### src/ex_consts.svh
/*
 * Width constants for the execute stage: scalar data, PC,
 * lane slice width and number of lane slices.
 */
`ifndef EX_CONSTS_SVH
`define EX_CONSTS_SVH

// scalar operand and result width.
`define EX_DATA_WIDTH 32

// program counter width.
`define EX_ADDR_WIDTH 32

// one ALU slice.
`define EX_LANE_WIDTH 8

// data width over lane width, shared by the lane loop and the testbench.
`define EX_LANE_COUNT 4

`endif

### src/ex_pkg.sv
/*
 * Execute stage types: ALU op, SIMD element mode, branch condition
 * and the SIMD word union used to slice and rebuild operands.
 */
`include "ex_consts.svh"

package ex_pkg;

    typedef enum logic [2:0] {
        ALU_ADD = 3'd0,
        ALU_SUB = 3'd1,
        ALU_AND = 3'd2,
        ALU_OR  = 3'd3,
        ALU_XOR = 3'd4
    } alu_op_e;

    // 2'b11 is not a legal mode.
    typedef enum logic [1:0] {
        SIMD_W32 = 2'd0, // one 32-bit element.
        SIMD_H16 = 2'd1, // two 16-bit elements.
        SIMD_B8  = 2'd2  // four 8-bit elements.
    } simd_mode_e;

    typedef enum logic [2:0] {
        BR_BEQ  = 3'd0,
        BR_BNE  = 3'd1,
        BR_BLT  = 3'd2,
        BR_BGE  = 3'd3,
        BR_BLTU = 3'd4,
        BR_BGEU = 3'd5
    } br_type_e;

    typedef union packed {
        logic [`EX_DATA_WIDTH-1:0]                        word;
        logic [1:0][`EX_DATA_WIDTH/2-1:0]                 halves;
        logic [`EX_LANE_COUNT-1:0][`EX_LANE_WIDTH-1:0]    bytes;
    } simd_word_u;

endpackage

### src/ex_operand_sel.sv
/*
 * ALU operand selection, operand 2 conditioning for subtract,
 * and per-lane carry seeds and element boundary marks.
 */
`timescale 1ns/1ps
`include "ex_consts.svh"

module ex_operand_sel (
    input  logic                                          clk,
    input  logic                                          reset_i,
    input  logic                                          valid_i,
    input  logic                                          sel1_i,
    input  logic                                          sel2_i,
    input  logic [`EX_ADDR_WIDTH-1:0]                     now_pc_i,
    input  logic [`EX_DATA_WIDTH-1:0]                     rs1_data_i,
    input  logic [`EX_DATA_WIDTH-1:0]                     rs2_data_i,
    input  logic [`EX_DATA_WIDTH-1:0]                     imm_i,
    input  ex_pkg::alu_op_e                               alu_op_i,
    input  ex_pkg::simd_mode_e                            simd_mode_i,
    output logic [`EX_LANE_COUNT-1:0][`EX_LANE_WIDTH-1:0] lane_a_o,
    output logic [`EX_LANE_COUNT-1:0][`EX_LANE_WIDTH-1:0] lane_b_o,
    output logic [`EX_LANE_COUNT-1:0]                     lane_seed_o,
    output logic [`EX_LANE_COUNT-1:0]                     lane_first_o
);
    import ex_pkg::*;

    localparam int HALF_LANES = `EX_LANE_COUNT / 2;

    logic [`EX_DATA_WIDTH-1:0] op2_raw;
    simd_word_u                op1;
    simd_word_u                op2;
    logic                      is_sub;

    assign is_sub    = (alu_op_i == ALU_SUB);
    assign op1.word  = sel1_i ? now_pc_i : rs1_data_i;
    assign op2_raw   = sel2_i ? imm_i : rs2_data_i;
    assign op2.word  = is_sub ? ~op2_raw : op2_raw; // a - b as a + ~b + 1.

    assign lane_a_o    = op1.bytes;
    assign lane_b_o    = op2.bytes;
    assign lane_seed_o = {`EX_LANE_COUNT{is_sub}};

    // a lane is first when it starts an element.
    always_comb begin
        for (int k = 0; k < `EX_LANE_COUNT; k++) begin
            case (simd_mode_i)
                SIMD_B8:  lane_first_o[k] = 1'b1;
                SIMD_H16: lane_first_o[k] = ((k % HALF_LANES) == 0);
                default:  lane_first_o[k] = (k == 0);
            endcase
        end
    end

    a_mode_legal: assert property (@(posedge clk) disable iff (reset_i)
        valid_i |-> simd_mode_i inside {SIMD_W32, SIMD_H16, SIMD_B8})
        else $error("illegal SIMD mode with valid_i high");

endmodule

### src/ex_lane.sv
/*
 * One 8-bit ALU slice: add with carry in and carry out,
 * and the bitwise logic ops.
 */
`timescale 1ns/1ps
`include "ex_consts.svh"

module ex_lane (
    input  logic [`EX_LANE_WIDTH-1:0] a_i,
    input  logic [`EX_LANE_WIDTH-1:0] b_i,
    input  logic                      carry_i,
    input  ex_pkg::alu_op_e           alu_op_i,
    output logic [`EX_LANE_WIDTH-1:0] result_o,
    output logic                      carry_o
);
    import ex_pkg::*;

    logic [`EX_LANE_WIDTH:0] sum;

    // b_i is already inverted for subtract.
    assign sum = {1'b0, a_i} + {1'b0, b_i} + {{`EX_LANE_WIDTH{1'b0}}, carry_i};

    always_comb begin
        carry_o  = 1'b0;
        result_o = '0;
        case (alu_op_i)
            ALU_ADD,
            ALU_SUB: begin
                result_o = sum[`EX_LANE_WIDTH-1:0];
                carry_o  = sum[`EX_LANE_WIDTH]; // no-borrow flag on subtract.
            end
            ALU_AND: begin
                result_o = a_i & b_i;
            end
            ALU_OR: begin
                result_o = a_i | b_i;
            end
            ALU_XOR: begin
                result_o = a_i ^ b_i;
            end
            default: begin
                result_o = '0;
            end
        endcase
    end

endmodule

### src/ex_result_merge.sv
/*
 * Lane result gather, element carry masking and the EX/MEM
 * result register with its valid strobe.
 */
`timescale 1ns/1ps
`include "ex_consts.svh"

module ex_result_merge (
    input  logic                                          clk,
    input  logic                                          reset_i,
    input  logic                                          valid_i,
    input  ex_pkg::simd_mode_e                            simd_mode_i,
    input  logic [`EX_LANE_COUNT-1:0][`EX_LANE_WIDTH-1:0] lane_result_i,
    input  logic [`EX_LANE_COUNT-1:0]                     lane_carry_i,
    output logic [`EX_DATA_WIDTH-1:0]                     alu_data_o,
    output logic [`EX_LANE_COUNT-1:0]                     carry_o,
    output logic                                          valid_o
);
    import ex_pkg::*;

    localparam int HALF_LANES = `EX_LANE_COUNT / 2;

    simd_word_u                result_w;
    logic [`EX_LANE_COUNT-1:0] top_mask;
    logic [`EX_LANE_COUNT-1:0] first_q;
    simd_mode_e                mode_q;

    // marks the top lane of every element in a mode.
    function automatic logic [`EX_LANE_COUNT-1:0] elem_top(input simd_mode_e mode);
        logic [`EX_LANE_COUNT-1:0] mask;
        for (int k = 0; k < `EX_LANE_COUNT; k++) begin
            case (mode)
                SIMD_B8:  mask[k] = 1'b1;
                SIMD_H16: mask[k] = ((k % HALF_LANES) == HALF_LANES - 1);
                default:  mask[k] = (k == `EX_LANE_COUNT - 1);
            endcase
        end
        return mask;
    endfunction

    // marks the lane that starts every element in a mode.
    function automatic logic [`EX_LANE_COUNT-1:0] elem_first(input simd_mode_e mode);
        logic [`EX_LANE_COUNT-1:0] mask;
        for (int k = 0; k < `EX_LANE_COUNT; k++) begin
            case (mode)
                SIMD_B8:  mask[k] = 1'b1;
                SIMD_H16: mask[k] = ((k % HALF_LANES) == 0);
                default:  mask[k] = (k == 0);
            endcase
        end
        return mask;
    endfunction

    assign result_w.bytes = lane_result_i;
    assign top_mask       = elem_top(simd_mode_i);
    assign first_q        = elem_first(mode_q);

    always_ff @(posedge clk) begin
        if (reset_i) begin
            valid_o    <= 1'b0;
            alu_data_o <= '0;
            carry_o    <= '0;
            mode_q     <= SIMD_W32;
        end else begin
            valid_o <= valid_i;
            if (valid_i) begin
                alu_data_o <= result_w.word;
                carry_o    <= lane_carry_i & top_mask;
                mode_q     <= simd_mode_i;
            end
        end
    end

    // a flag below the top lane needs a new element in the lane above it.
    a_carry_boundary: assert property (@(posedge clk) disable iff (reset_i)
        valid_o |-> ((carry_o[`EX_LANE_COUNT-2:0] & ~first_q[`EX_LANE_COUNT-1:1]) == '0))
        else $error("carry flag set inside an element");

endmodule

### src/ex_branch.sv
/*
 * Branch condition evaluation, misprediction flag and
 * next-PC computation, registered at the EX/MEM boundary.
 */
`timescale 1ns/1ps
`include "ex_consts.svh"

module ex_branch (
    input  logic                      clk,
    input  logic                      reset_i,
    input  logic                      valid_i,
    input  logic                      is_br_i,
    input  ex_pkg::br_type_e          br_type_i,
    input  logic                      bp_flag_i,
    input  logic [`EX_DATA_WIDTH-1:0] rs1_data_i,
    input  logic [`EX_DATA_WIDTH-1:0] rs2_data_i,
    input  logic [`EX_ADDR_WIDTH-1:0] now_pc_i,
    input  logic [`EX_DATA_WIDTH-1:0] imm_i,
    output logic                      branch_flag_o,
    output logic [`EX_ADDR_WIDTH-1:0] branch_pc_o
);
    import ex_pkg::*;

    logic                      eq;
    logic                      lt_s;
    logic                      lt_u;
    logic                      taken;
    logic [`EX_ADDR_WIDTH-1:0] next_pc;

    assign eq   = (rs1_data_i == rs2_data_i);
    assign lt_s = ($signed(rs1_data_i) < $signed(rs2_data_i));
    assign lt_u = (rs1_data_i < rs2_data_i);

    always_comb begin
        case (br_type_i)
            BR_BEQ:  taken = eq;
            BR_BNE:  taken = !eq;
            BR_BLT:  taken = lt_s;
            BR_BGE:  taken = !lt_s;
            BR_BLTU: taken = lt_u;
            BR_BGEU: taken = !lt_u;
            default: taken = 1'b0;
        endcase
    end

    // target when taken, fall-through otherwise.
    assign next_pc = taken ? (now_pc_i + imm_i) : (now_pc_i + `EX_ADDR_WIDTH'(4));

    always_ff @(posedge clk) begin
        if (reset_i) begin
            branch_flag_o <= 1'b0;
            branch_pc_o   <= '0;
        end else begin
            branch_flag_o <= valid_i && is_br_i && (taken != bp_flag_i); // mispredicted.
            if (valid_i) begin
                branch_pc_o <= next_pc;
            end
        end
    end

    a_flag_needs_valid: assert property (@(posedge clk) disable iff (reset_i)
        !valid_i |=> !branch_flag_o)
        else $error("branch flag raised without a valid operation");

endmodule

### src/ex_stage.sv
/*
 * Execute stage top: operand selector, lane slices with the
 * element-cut carry chain, result merge and branch unit.
 */
`timescale 1ns/1ps
`include "ex_consts.svh"

module ex_stage (
    input  logic                      clk,
    input  logic                      reset_i,
    input  logic                      valid_i,
    input  logic                      sel1_i,
    input  logic                      sel2_i,
    input  logic [`EX_ADDR_WIDTH-1:0] now_pc_i,
    input  logic [`EX_DATA_WIDTH-1:0] rs1_data_i,
    input  logic [`EX_DATA_WIDTH-1:0] rs2_data_i,
    input  logic [`EX_DATA_WIDTH-1:0] imm_i,
    input  ex_pkg::alu_op_e           alu_op_i,
    input  ex_pkg::simd_mode_e        simd_mode_i,
    input  logic                      is_br_i,
    input  ex_pkg::br_type_e          br_type_i,
    input  logic                      bp_flag_i,
    output logic [`EX_DATA_WIDTH-1:0] alu_data_o,
    output logic [`EX_LANE_COUNT-1:0] carry_o,
    output logic                      valid_o,
    output logic                      branch_flag_o,
    output logic [`EX_ADDR_WIDTH-1:0] branch_pc_o
);
    import ex_pkg::*;

    logic [`EX_LANE_COUNT-1:0][`EX_LANE_WIDTH-1:0] lane_a;
    logic [`EX_LANE_COUNT-1:0][`EX_LANE_WIDTH-1:0] lane_b;
    logic [`EX_LANE_COUNT-1:0][`EX_LANE_WIDTH-1:0] lane_result;
    logic [`EX_LANE_COUNT-1:0]                     lane_seed;
    logic [`EX_LANE_COUNT-1:0]                     lane_first;
    logic [`EX_LANE_COUNT-1:0]                     lane_cin;
    logic [`EX_LANE_COUNT-1:0]                     lane_cout;

    ex_operand_sel u_operand_sel (
        .clk          (clk),
        .reset_i      (reset_i),
        .valid_i      (valid_i),
        .sel1_i       (sel1_i),
        .sel2_i       (sel2_i),
        .now_pc_i     (now_pc_i),
        .rs1_data_i   (rs1_data_i),
        .rs2_data_i   (rs2_data_i),
        .imm_i        (imm_i),
        .alu_op_i     (alu_op_i),
        .simd_mode_i  (simd_mode_i),
        .lane_a_o     (lane_a),
        .lane_b_o     (lane_b),
        .lane_seed_o  (lane_seed),
        .lane_first_o (lane_first)
    );

    for (genvar k = 0; k < `EX_LANE_COUNT; k++) begin : g_lane
        // chain is cut where a new element starts.
        if (k == 0) begin : g_base
            assign lane_cin[k] = lane_seed[k];
        end else begin : g_chain
            assign lane_cin[k] = lane_first[k] ? lane_seed[k] : lane_cout[k-1];
        end

        ex_lane u_lane (
            .a_i      (lane_a[k]),
            .b_i      (lane_b[k]),
            .carry_i  (lane_cin[k]),
            .alu_op_i (alu_op_i),
            .result_o (lane_result[k]),
            .carry_o  (lane_cout[k])
        );
    end

    ex_result_merge u_result_merge (
        .clk           (clk),
        .reset_i       (reset_i),
        .valid_i       (valid_i),
        .simd_mode_i   (simd_mode_i),
        .lane_result_i (lane_result),
        .lane_carry_i  (lane_cout),
        .alu_data_o    (alu_data_o),
        .carry_o       (carry_o),
        .valid_o       (valid_o)
    );

    ex_branch u_branch (
        .clk           (clk),
        .reset_i       (reset_i),
        .valid_i       (valid_i),
        .is_br_i       (is_br_i),
        .br_type_i     (br_type_i),
        .bp_flag_i     (bp_flag_i),
        .rs1_data_i    (rs1_data_i),
        .rs2_data_i    (rs2_data_i),
        .now_pc_i      (now_pc_i),
        .imm_i         (imm_i),
        .branch_flag_o (branch_flag_o),
        .branch_pc_o   (branch_pc_o)
    );

    a_logic_no_carry: assert property (@(posedge clk) disable iff (reset_i)
        (valid_i && (alu_op_i inside {ALU_AND, ALU_OR, ALU_XOR})) |-> (lane_cout == '0))
        else $error("lane carry out on a logic op");

endmodule

### config.mk
export PLATFORM = sky130hd
export DESIGN_NAME = ex_stage
export DESIGN_NICKNAME = d
export VERILOG_FILES = /design/src/ex_pkg.sv /design/src/ex_operand_sel.sv /design/src/ex_lane.sv /design/src/ex_result_merge.sv /design/src/ex_branch.sv /design/src/ex_stage.sv
export VERILOG_INCLUDE_DIRS = /design/src /design/src/src
export SDC_FILE = /design/constraint.sdc
export NUM_CORES = 1
export LEC_CHECK = 0
export ABC_AREA = 1
export BUFFER_PORTS_ARGS = -buffer_cell sky130_fd_sc_hd__buf_2
export CAP_MARGIN = 20
export CORE_MARGIN = 3
export CORE_UTILIZATION = 55
export CTS_CLUSTER_SIZE = 8
export DETAILED_ROUTE_END_ITERATION = 10
export PLACE_DENSITY = 0.8
export SLEW_MARGIN = 0
export SYNTH_ARGS = -nofsm -noshare
export SYNTH_HDL_FRONTEND = slang
export SYNTH_SLANG_ARGS = --single-unit
### constraint.sdc
create_clock -name clk -period 9.55 [get_ports clk]
set_clock_uncertainty 0.1 [all_clocks]
set_input_delay 0.4775 -clock clk [delete_from_list [all_inputs] [get_ports clk]]
set_output_delay 0.4775 -clock clk [all_outputs]
set_load 0.01 [all_outputs]
==> results of run 1 <==
state kept, by name, summed over array words and instances (netlist names):
name and flops:
u_branch.branch_pc_o 32, u_branch.branch_flag_o 1, u_result_merge.valid_o 1, u_result_merge.carry_o 4, u_result_merge.alu_data_o 32
how the worst max path moves through the flow:
stage,slack (ns),endpoint,cells past startpoint,start
after CTS,1.10,u_result_merge.carry_o[3]$_SDFFE_PP0P_,53,sel1_i
after global routing,0.17,u_result_merge.carry_o[3]$_SDFFE_PP0P_,53,sel1_i
after floorplan,1.67,u_result_merge.alu_data_o[30]$_SDFFE_PP0P_,52,sel2_i
after detailed placement,0.83,u_result_merge.carry_o[3]$_SDFFE_PP0P_,53,sel1_i
final,1.02,u_result_merge.carry_o[3]$_SDFFE_PP0P_,53,sel1_i
after global placement,1.08,u_result_merge.carry_o[3]$_SDFFE_PP0P_,49,sel1_i
cell type report:
class	instances	area (µm²)
Timing Repair Buffer	221	1130
Multi-Input combinational cell	1240	7310
Tap cell	225	282
Inverter	271	1020
Fill cell	1722	6070
Clock buffer	10	239
Clock inverter	6	83.8
Sequential cell	70	1400
power groups by stage:
stage / logic (mW) / clock network (mW) / registers (mW)
after global placement: 0.606 / 0 / 0.335
after CTS: 0.620 / 0.388 / 0.330
after detailed placement: 0.614 / 0 / 0.336
after global routing: 0.704 / 0.397 / 0.332
final: 0.631 / 0.383 / 0.330
after floorplan: 0.415 / 0 / 0.348
kinds of logic (layout without fill, tap and decap cells):
family	Yosys count	in the layout	share of synthesized area
AOI/OAI and AO/OA	338	338	0.187
xor gates and xnor gates	85	85	0.0746
adders and majority gates	137	137	0.178
buffers and inverters	329	508	0.127
DFF	70	70	0.141
and+or+nand+nor	680	680	0.293
critical path, delay by kind of cell:
| kind | cells | cell delay, ns |
|---|---|---|
| compound gates | 20 | 3.06 |
| buf+inv | 4 | 0.93 |
| fa+ha+maj | 7 | 2.44 |
| simple gates | 22 | 1.70 |
through the flow:
step / std cells / setup slack, ns / util
3_5_place_dp: 2027 / 0.829 / 0.635
2_1_floorplan: 1639 / 1.67 / -
4_1_cts: 2043 / 1.10 / 0.654
3_3_place_gp: 2027 / 1.08 / 0.635
6_report: 2043 / 1.02 / 0.654
5_1_grt: 2043 / 0.171 / 0.654
Yosys cell counts (2+ instances only):
| master | n |
|---|---|
| nand3_1 | 78 |
| nor2_2 | 4 |
| buf_6 | 2 |
| inv_1 | 267 |
| nor2_1 | 108 |
| nor3_1 | 9 |
| o22ai_1 | 12 |
| fa_1 | 8 |
| nand4_1 | 11 |
| a21o_1 | 8 |
| o2111ai_1 | 14 |
| clkinv_1 | 2 |
| buf_1 | 2 |
| or2_2 | 4 |
| o21a_1 | 5 |
| nand3_2 | 15 |
| nand2_2 | 9 |
| a31oi_1 | 9 |
| a21oi_1 | 127 |
| inv_2 | 2 |
| a221oi_1 | 2 |
| o21ai_0 | 132 |
| ha_1 | 129 |
| nand2_1 | 427 |
| a21boi_0 | 2 |
| o211ai_1 | 2 |
| nor3_2 | 3 |
| xor2_1 | 77 |
| o21bai_1 | 11 |
| nor2_4 | 4 |
| dfxtp_1 | 70 |
| buf_2 | 11 |
| nor4_1 | 3 |
| xnor2_1 | 8 |
| clkbuf_1 | 42 |
| o21ai_1 | 10 |
metal layers:
| layer | share of wire | routed length (µm) | track usage | up-vias |
|---|---|---|---|---|
| met4 | 0.026 | 913 | 0.0938 | 0 |
| met2 | 0.45 | 16100 | 0.578 | 508 |
| met3 | 0.081 | 2850 | 0.0472 | 65 |
| li1 | - | - | - | 5620 |
| met5 | 0 | 0 | 0 | - |
| met1 | 0.44 | 15500 | 0.475 | 5086 |
==> metrics, run 1 <==
CP endpoint kind flop; first-pass GRT wire length 55200 µm; ys flop type dfxtp_1; placement row count 48; chip height 141 µm; CTS clk-pin slew, worst paths 0.06 ns; Die Wd 141 µm; CP Data Arrival Time 8.63 ns; CTS Root Buffer Type clkbuf_16; overall power 1.34 mW; via count 11300; Post-DP HPWL 28300 µm; post-synthesis sequential area ratio 0.141; critical path startpoint category input port; Synth async-reset ratio 0; port bufs 212; Ys Warns 0; largest cells by area after synthesis ha_1, nand2_1, dfxtp_1, inv_1, xor2_1; Gate power share 0.470; Seq pwr share 0.245; Post-CTS Setup Bufs 0; fin crit share 0.893; top-area cell type share of the netlist area 0.162; Wirelength per Cell 17.3 µm; EDFF count, synth 0; GRT overflow 0; most frequent cells in the layout nand2_1, inv_1, buf_2, o21ai_0, ha_1; min-delay src is_br_i; PwrDens 117 mW/mm²; Sw Share 0.421; Worst Max-Slew Pin Slew 1.15 ns; Post-Syn Area 0.00997 mm²; largest net degree at the start of global routing 83; Peak Freq 117 MHz; routability cong. 1.06; Max-cap violations 0; commonest non-fill, non-tap cell in the layout nand2_1; antenna violations before repair 0; vias in the first global route 10600; most used cell, CP nand2_1; DRT Pass-1 Iters 5; RSZ-0062 raised after global routing no; Final Hold Viols 0; Int Pwr 0.778 mW; min-delay worst type in2reg; Area growth syn-to-layout 15.0%; Avg Inst Size Synth 6.09 µm²; clock power share 0.285; worst hold stages 3; Sink Count 70; vias per std cell 5.52; worst r2r path cells 3; FF-to-FF Start u_result_merge.alu_data_o[10]$_SDFFE_PP0P_; CTS tree done; placed inst area 0.0111 mm²; Post-layout nets 2093; Mapped Cells 1639; maximum fanout along the worst path 64; Yosys top cell by area ha_1; Inserted Clock Buffers 9; Clock Path Buffers 2; Clock Latency Late Sink 0.35 ns; Net Count, Synth 1919; Core Box Area 0.0175 mm²; final hold slack 0.266 ns; drt drc 0; Initial Utilization 0.569; final setup fails 0; layout cell share with drive strength beyond 1 0.156; antenna cells 0; detailed router's first-iteration violation count 1054; DRT Wirelength 35300 µm; Routed Antenna Nets 0; Leakage 6.23 nW; cts hold-fix bufs 0; DIE AREA 0.0198 mm²; top-level I/O count 213; CTS H-Tree Depth 3; Slowest cell on crit path buf_2; distinct cell type count after synthesis 46; Critical Path RT 9.65 ns; min cycle time layout 8.53 ns; status complete, no violations; Max rail drop VDD 0.000103 V; slew margin rel. 0.233; r2r setup slk 8.63 ns; Worst Path Class, Setup in2reg; cell area after layout 0.0115 mm²; critical path's largest stage delay 0.75 ns; sw power 0.566 mW; setup TNS 0 ns; Slew Viols, Final 0; worst-case hold path end point u_branch.branch_flag_o$_SDFF_PP0_; Gates resized, CTS repair 0; synthesis-stage register bit count 70; Reg-to-Reg End u_result_merge.alu_data_o[10]$_SDFFE_PP0P_; total global-route track usage 0.348
Power figures use the tool's default switching activity.
==> inputs of run 2 (changes only) <==
- REMOVE_ABC_BUFFERS: default -> 1
==> metrics, run 2 (same netlist as run 1, synthesis figures left out) <==
status complete, no violations (unchanged); Sink Count 70 (unchanged); final setup fails 0 (unchanged); Critical Path RT 9.65 ns (about the same); Multi-input gate area 0.00731 mm² (unchanged); critical path startpoint category input port (unchanged); Worst Max-Slew Pin Slew 1.12 ns (was 1.15 ns); overall power 1.27 mW (was 1.34 mW); most used cell, CP nand2_1 (unchanged); Routed Antenna Nets 0 (unchanged); layout cell share with drive strength beyond 1 0.155 (was 0.156); top-level I/O count 213 (unchanged); total global-route track usage 0.332 (was 0.348); Max-cap violations 0 (unchanged); min-delay worst type in2reg (unchanged); Clock Latency Late Sink 0.34 ns (was 0.35 ns); CP Data Arrival Time 8.55 ns (was 8.63 ns); DIE AREA 0.0198 mm² (unchanged); Die Wd 141 µm (unchanged); CP endpoint kind flop (unchanged); DRT Pass-1 Iters 6 (was 5); Place WS 0.910 ns (was 0.829 ns); Max rail drop VDD 0.000141 V (was 0.000103 V); Peak Freq 118 MHz (was 117 MHz); largest registers u_branch.branch_pc_o: 32 flops, u_result_merge.alu_data_o: 32 flops, u_result_merge.carry_o: 4 flops (unchanged); Area growth syn-to-layout 14.6% (was 15.0%); drt drc 0 (unchanged); maximum fanout along the worst path 64 (unchanged); CTS H-Tree Depth 3 (unchanged); Leakage 6.20 nW (was 6.23 nW); first-pass GRT wire length 52800 µm (was 55200 µm); fill count 1731 (was 1722); Sequential Area 0.00140 mm² (unchanged); Initial Utilization 0.569 (unchanged); most frequent cells in the layout nand2_1, inv_1, buf_2, o21ai_0, ha_1 (unchanged); fin crit share 0.885 (was 0.893); setup TNS 0 ns (unchanged); sw power 0.542 mW (was 0.566 mW); Gates resized, CTS repair 0 (unchanged); Post-DP HPWL 27700 µm (was 28300 µm); final setup margin 1.10 ns (was 1.02 ns); clock power share 0.244 (was 0.285); GRT overflow 0 (unchanged); largest net degree at the start of global routing 69 (was 83); Sw Share 0.429 (was 0.421); CTS clk-pin slew, worst paths 0.06 ns (about the same); chip height 141 µm (unchanged); vias in the first global route 10300 (was 10600); Seq pwr share 0.261 (was 0.245); Inserted Clock Buffers 9 (unchanged); final hold slack 0.272 ns (was 0.266 ns); CTS tree done (unchanged); slew margin rel. 0.251 (was 0.233); cts hold-fix bufs 0 (unchanged); detailed router's first-iteration violation count 914 (was 1054); Slew Viols, Final 0 (unchanged); CTS Root Buffer Type clkbuf_16 (unchanged); Slowest cell on crit path buf_2 (unchanged); port bufs 212 (unchanged); vias per std cell 5.42 (was 5.52); Wirelength per Cell 16.7 µm (was 17.3 µm); RSZ-0062 raised after global routing no (unchanged); Int Pwr 0.723 mW (was 0.778 mW); worst r2r path cells 3 (unchanged); Post-layout nets 2094 (was 2093); critical path's largest stage delay 0.69 ns (was 0.75 ns); Core Box Area 0.0175 mm² (unchanged); DRT Wirelength 34200 µm (was 35300 µm); worst hold stages 3 (unchanged); routability cong. 1.03 (was 1.06); Gate power share 0.495 (was 0.470); antenna violations before repair 3 (was 0); placement row count 48 (unchanged); Clock Path Buffers 2 (unchanged); min cycle time layout 8.45 ns (was 8.53 ns); commonest non-fill, non-tap cell in the layout nand2_1 (unchanged); Post-CTS Setup Bufs 0 (unchanged); Worst Path Class, Setup in2reg (unchanged); via count 11100 (was 11300); PwrDens 111 mW/mm² (was 117 mW/mm²); Final Hold Viols 0 (unchanged)
==> run 2: changes by cell type in the layout (fill, tap and decap cells not counted), sizes merged <==
cell    delta
bufinv     -2
clkbuf     +1
inv        -1
buf        +1
diode      +3
clkinv     +1
==> run 2: worst max-delay path, delay by kind of cell <==
family	cells	cell delay, ns
buf+inv	4	0.87
compound gates	20	3.06
simple gates	22	1.71
fa+ha+maj	7	2.41
==> run 2: path summary, 6_finish.rpt <==
| path | from | endpoint | slack, ns |
|---|---|---|---|
| hold / removal | is_br_i | u_branch.branch_flag_o$_SDFF_PP0_ | 0.27 |
| hold reg to reg | u_result_merge.alu_data_o[22]$_SDFFE_PP0P_ | u_result_merge.alu_data_o[22]$_SDFFE_PP0P_ | 0.36 |
| setup / recovery | sel1_i | u_result_merge.carry_o[3]$_SDFFE_PP0P_ | 1.10 |
| setup reg to reg | u_result_merge.alu_data_o[10]$_SDFFE_PP0P_ | u_result_merge.alu_data_o[10]$_SDFFE_PP0P_ | 8.65 |
==> run 2: through the flow <==
step,cells,instance area (µm²),utilization
finish,2046,11400,0.651
detailed placement,2028,11200,0.636
floorplan,1581,9720,-
global placement,2028,11200,0.636
global route,2046,11400,0.651
CTS,2043,11400,0.651
==> run 2: area by class of cell <==
type | instances | share of cell area
Multi-Input combinational cell | 1240 | 0.640
Sequential cell | 70 | 0.123
Timing Repair Buffer | 222 | 0.0994
Inverter | 271 | 0.0890
Tap cell | 225 | 0.0246
Clock buffer | 11 | 0.0212
Clock inverter | 4 | 0.00208
Antenna cell | 3 | 0.000657
==> run 2: power groups by stage <==
stage / logic, mW / registers (mW) / clock network [mW]
6_report: 0.626 / 0.330 / 0.309
5_1_grt: 0.698 / 0.333 / 0.326
4_1_cts: 0.615 / 0.330 / 0.316
3_5_place_dp: 0.610 / 0.336 / 0
3_3_place_gp: 0.603 / 0.336 / 0
2_1_floorplan: 0.393 / 0.348 / 0
==> run 2: per-layer routing <==
layer | part of all wire | global-route usage | vias to the layer above
met4 | 0.032 | 0.113 | 0
met5 | 0 | 0 | -
li1 | - | - | 5611
met1 | 0.44 | 0.463 | 4911
met3 | 0.078 | 0.0417 | 75
met2 | 0.45 | 0.529 | 490
==> inputs of run 3 (changes only) <==
- PLACE_DENSITY: 0.8 -> 0.79
- SYNTH_HIERARCHICAL: default -> 1
==> metrics, run 3 <==
status complete, no violations (unchanged); RSZ-0062 raised after global routing no (unchanged); port bufs 212 (unchanged); Place WS 1.90 ns (was 0.910 ns); largest net degree at the start of global routing 93 (was 69); setup TNS 0 ns (unchanged); via count 13300 (was 11100); CP endpoint kind flop (unchanged); Slew Viols, Final 0 (unchanged); Peak Freq 134 MHz (was 118 MHz); Post-Syn Area 0.0118 mm² (was 0.00997 mm²); maximum fanout along the worst path 65 (was 64); Critical Path RT 9.69 ns (was 9.65 ns); Clock Latency Late Sink 0.34 ns (about the same); final hold slack 0.290 ns (was 0.272 ns); Layout Cells excl Fill 2522 (was 2046); Routed Antenna Nets 0 (unchanged); slew margin rel. 0.344 (was 0.251); Die Wd 152 µm (was 141 µm); placement row count 52 (was 48); Area growth syn-to-layout 10.2% (was 14.6%); CTS H-Tree Depth 3 (unchanged); r2r setup slk 8.75 ns (was 8.65 ns); top-level I/O count 213 (unchanged); PwrDens 103 mW/mm² (was 111 mW/mm²); drt drc 0 (unchanged); Initial Utilization 0.572 (was 0.569); Max rail drop VDD 0.0000761 V (was 0.000141 V); Sink Count 70 (unchanged); DIE AREA 0.0233 mm² (was 0.0198 mm²); vias per std cell 5.27 (was 5.42); total global-route track usage 0.311 (was 0.332); Core Box Area 0.0206 mm² (was 0.0175 mm²); final setup fails 0 (unchanged); GRT overflow 0 (unchanged); routability cong. 1.02 (was 1.03); CTS Root Buffer Type clkbuf_16 (unchanged); Wirelength per Cell 15.2 µm (was 16.7 µm); min cycle time layout 7.46 ns (was 8.45 ns); Final Hold Viols 0 (unchanged); most frequent cells in the layout nand2_1, inv_1, nor2_1, buf_2, ha_1 (was nand2_1, inv_1, buf_2, o21ai_0, ha_1); chip height 152 µm (was 141 µm); Slowest cell on crit path inv_2 (was buf_2); met1 global-route usage 0.429 (was 0.463); CTS clk-pin slew, worst paths 0.06 ns (about the same); first-pass GRT wire length 59900 µm (was 52800 µm); antenna violations before repair 1 (was 3); Ys Warns 6 (was 0); met2 Usage GRT 0.509 (was 0.529); Post-CTS Setup Bufs 0 (unchanged); final setup margin 2.09 ns (was 1.10 ns); Max-cap violations 0 (unchanged); Inserted Clock Buffers 9 (unchanged); cts hold-fix bufs 0 (unchanged); overall power 1.34 mW (was 1.27 mW); CP Data Arrival Time 7.60 ns (was 8.55 ns); largest registers u_branch/branch_pc_o: 32 flops, u_result_merge/alu_data_o: 32 flops, u_result_merge/carry_o: 4 flops (was u_branch.branch_pc_o: 32 flops, u_result_merge.alu_data_o: 32 flops, u_result_merge.carry_o: 4 flops); met3 usage 0.0372 (was 0.0417); min-delay worst type in2reg (unchanged); worst r2r path cells 2 (was 3); vias in the first global route 11900 (was 10300); Mapped Cells 2081 (was 1639); fin crit share 0.781 (was 0.885); most used cell, CP nand2_1 (unchanged); Worst Path Class, Setup in2reg (unchanged); critical path startpoint category input port (unchanged); worst hold stages 3 (unchanged); Post-Place Cells 2506 (was 2028); DRT Pass-1 Iters 6 (unchanged); Worst Max-Slew Pin Slew 0.982 ns (was 1.12 ns); DRT Wirelength 38200 µm (was 34200 µm); critical path's largest stage delay 0.80 ns (was 0.69 ns); layer with the highest usage met2 (unchanged); layout cell share with drive strength beyond 1 0.137 (was 0.155); Gates resized, CTS repair 0 (unchanged); detailed router's first-iteration violation count 1192 (was 914); Post-DP HPWL 31200 µm (was 27700 µm); Post-layout nets 2529 (was 2094); commonest non-fill, non-tap cell in the layout nand2_1 (unchanged); Avg Inst Size Synth 5.67 µm² (was 6.09 µm²); CTS tree done (unchanged); Clock Path Buffers 2 (unchanged); Leakage 7.76 nW (was 6.20 nW)
-- run 3: critical path: cells and delay by family --
family | cells | cell delay, ns
fa+ha+maj | 8 | 2.21
simple gates | 31 | 2.54
compound gates | 3 | 0.55
buf+inv | 11 | 1.72
-- run 3: final timing paths --
| check | from | to |
|---|---|---|
| worst min-delay path | is_br_i | u_branch/branch_flag_o$_SDFF_PP0_ |
| worst max-delay path | sel2_i | u_result_merge/alu_data_o[30]$_SDFFE_PP0P_ |
| worst max register to register | u_result_merge/alu_data_o[18]$_SDFFE_PP0P_ | u_result_merge/alu_data_o[18]$_SDFFE_PP0P_ |
| worst min register to register | u_branch/branch_pc_o[29]$_SDFFE_PP0P_ | u_branch/branch_pc_o[29]$_SDFFE_PP0P_ |
-- run 3: final cells by class --
class | count | area [µm²]
antenna | 2 | 5.00
clock buffer | 13 | 260
clock inverter | 1 | 30.0
fill | 2113 | 7620
inverter | 378 | 1430
multi-input combinational | 1570 | 8440
sequential | 70 | 1400
tap | 270 | 338
timing repair buffer | 218 | 1110
-- run 3: per-stage QoR --
stage,cell area (µm²),util
final,13000,0.631
after floorplan,11300,-
after global routing,13000,0.630
after detailed placement,12700,0.616
after global placement,12700,0.616
after CTS,13000,0.630
-- run 3: report_power, final --
group	internal [mW]	switching, mW	leakage (nW)
Clock	0.214	0.131	0.142
Sequential	0.317	0.0108	0.580
Combinational	0.241	0.431	7.04
-- run 3: metal layers --
layer / wire length, µm / vias up
met5: 0 / -
met4: 1010 / 0
met2: 17200 / 527
met1: 17100 / 5888
li1: - / 6810
met3: 2870 / 62
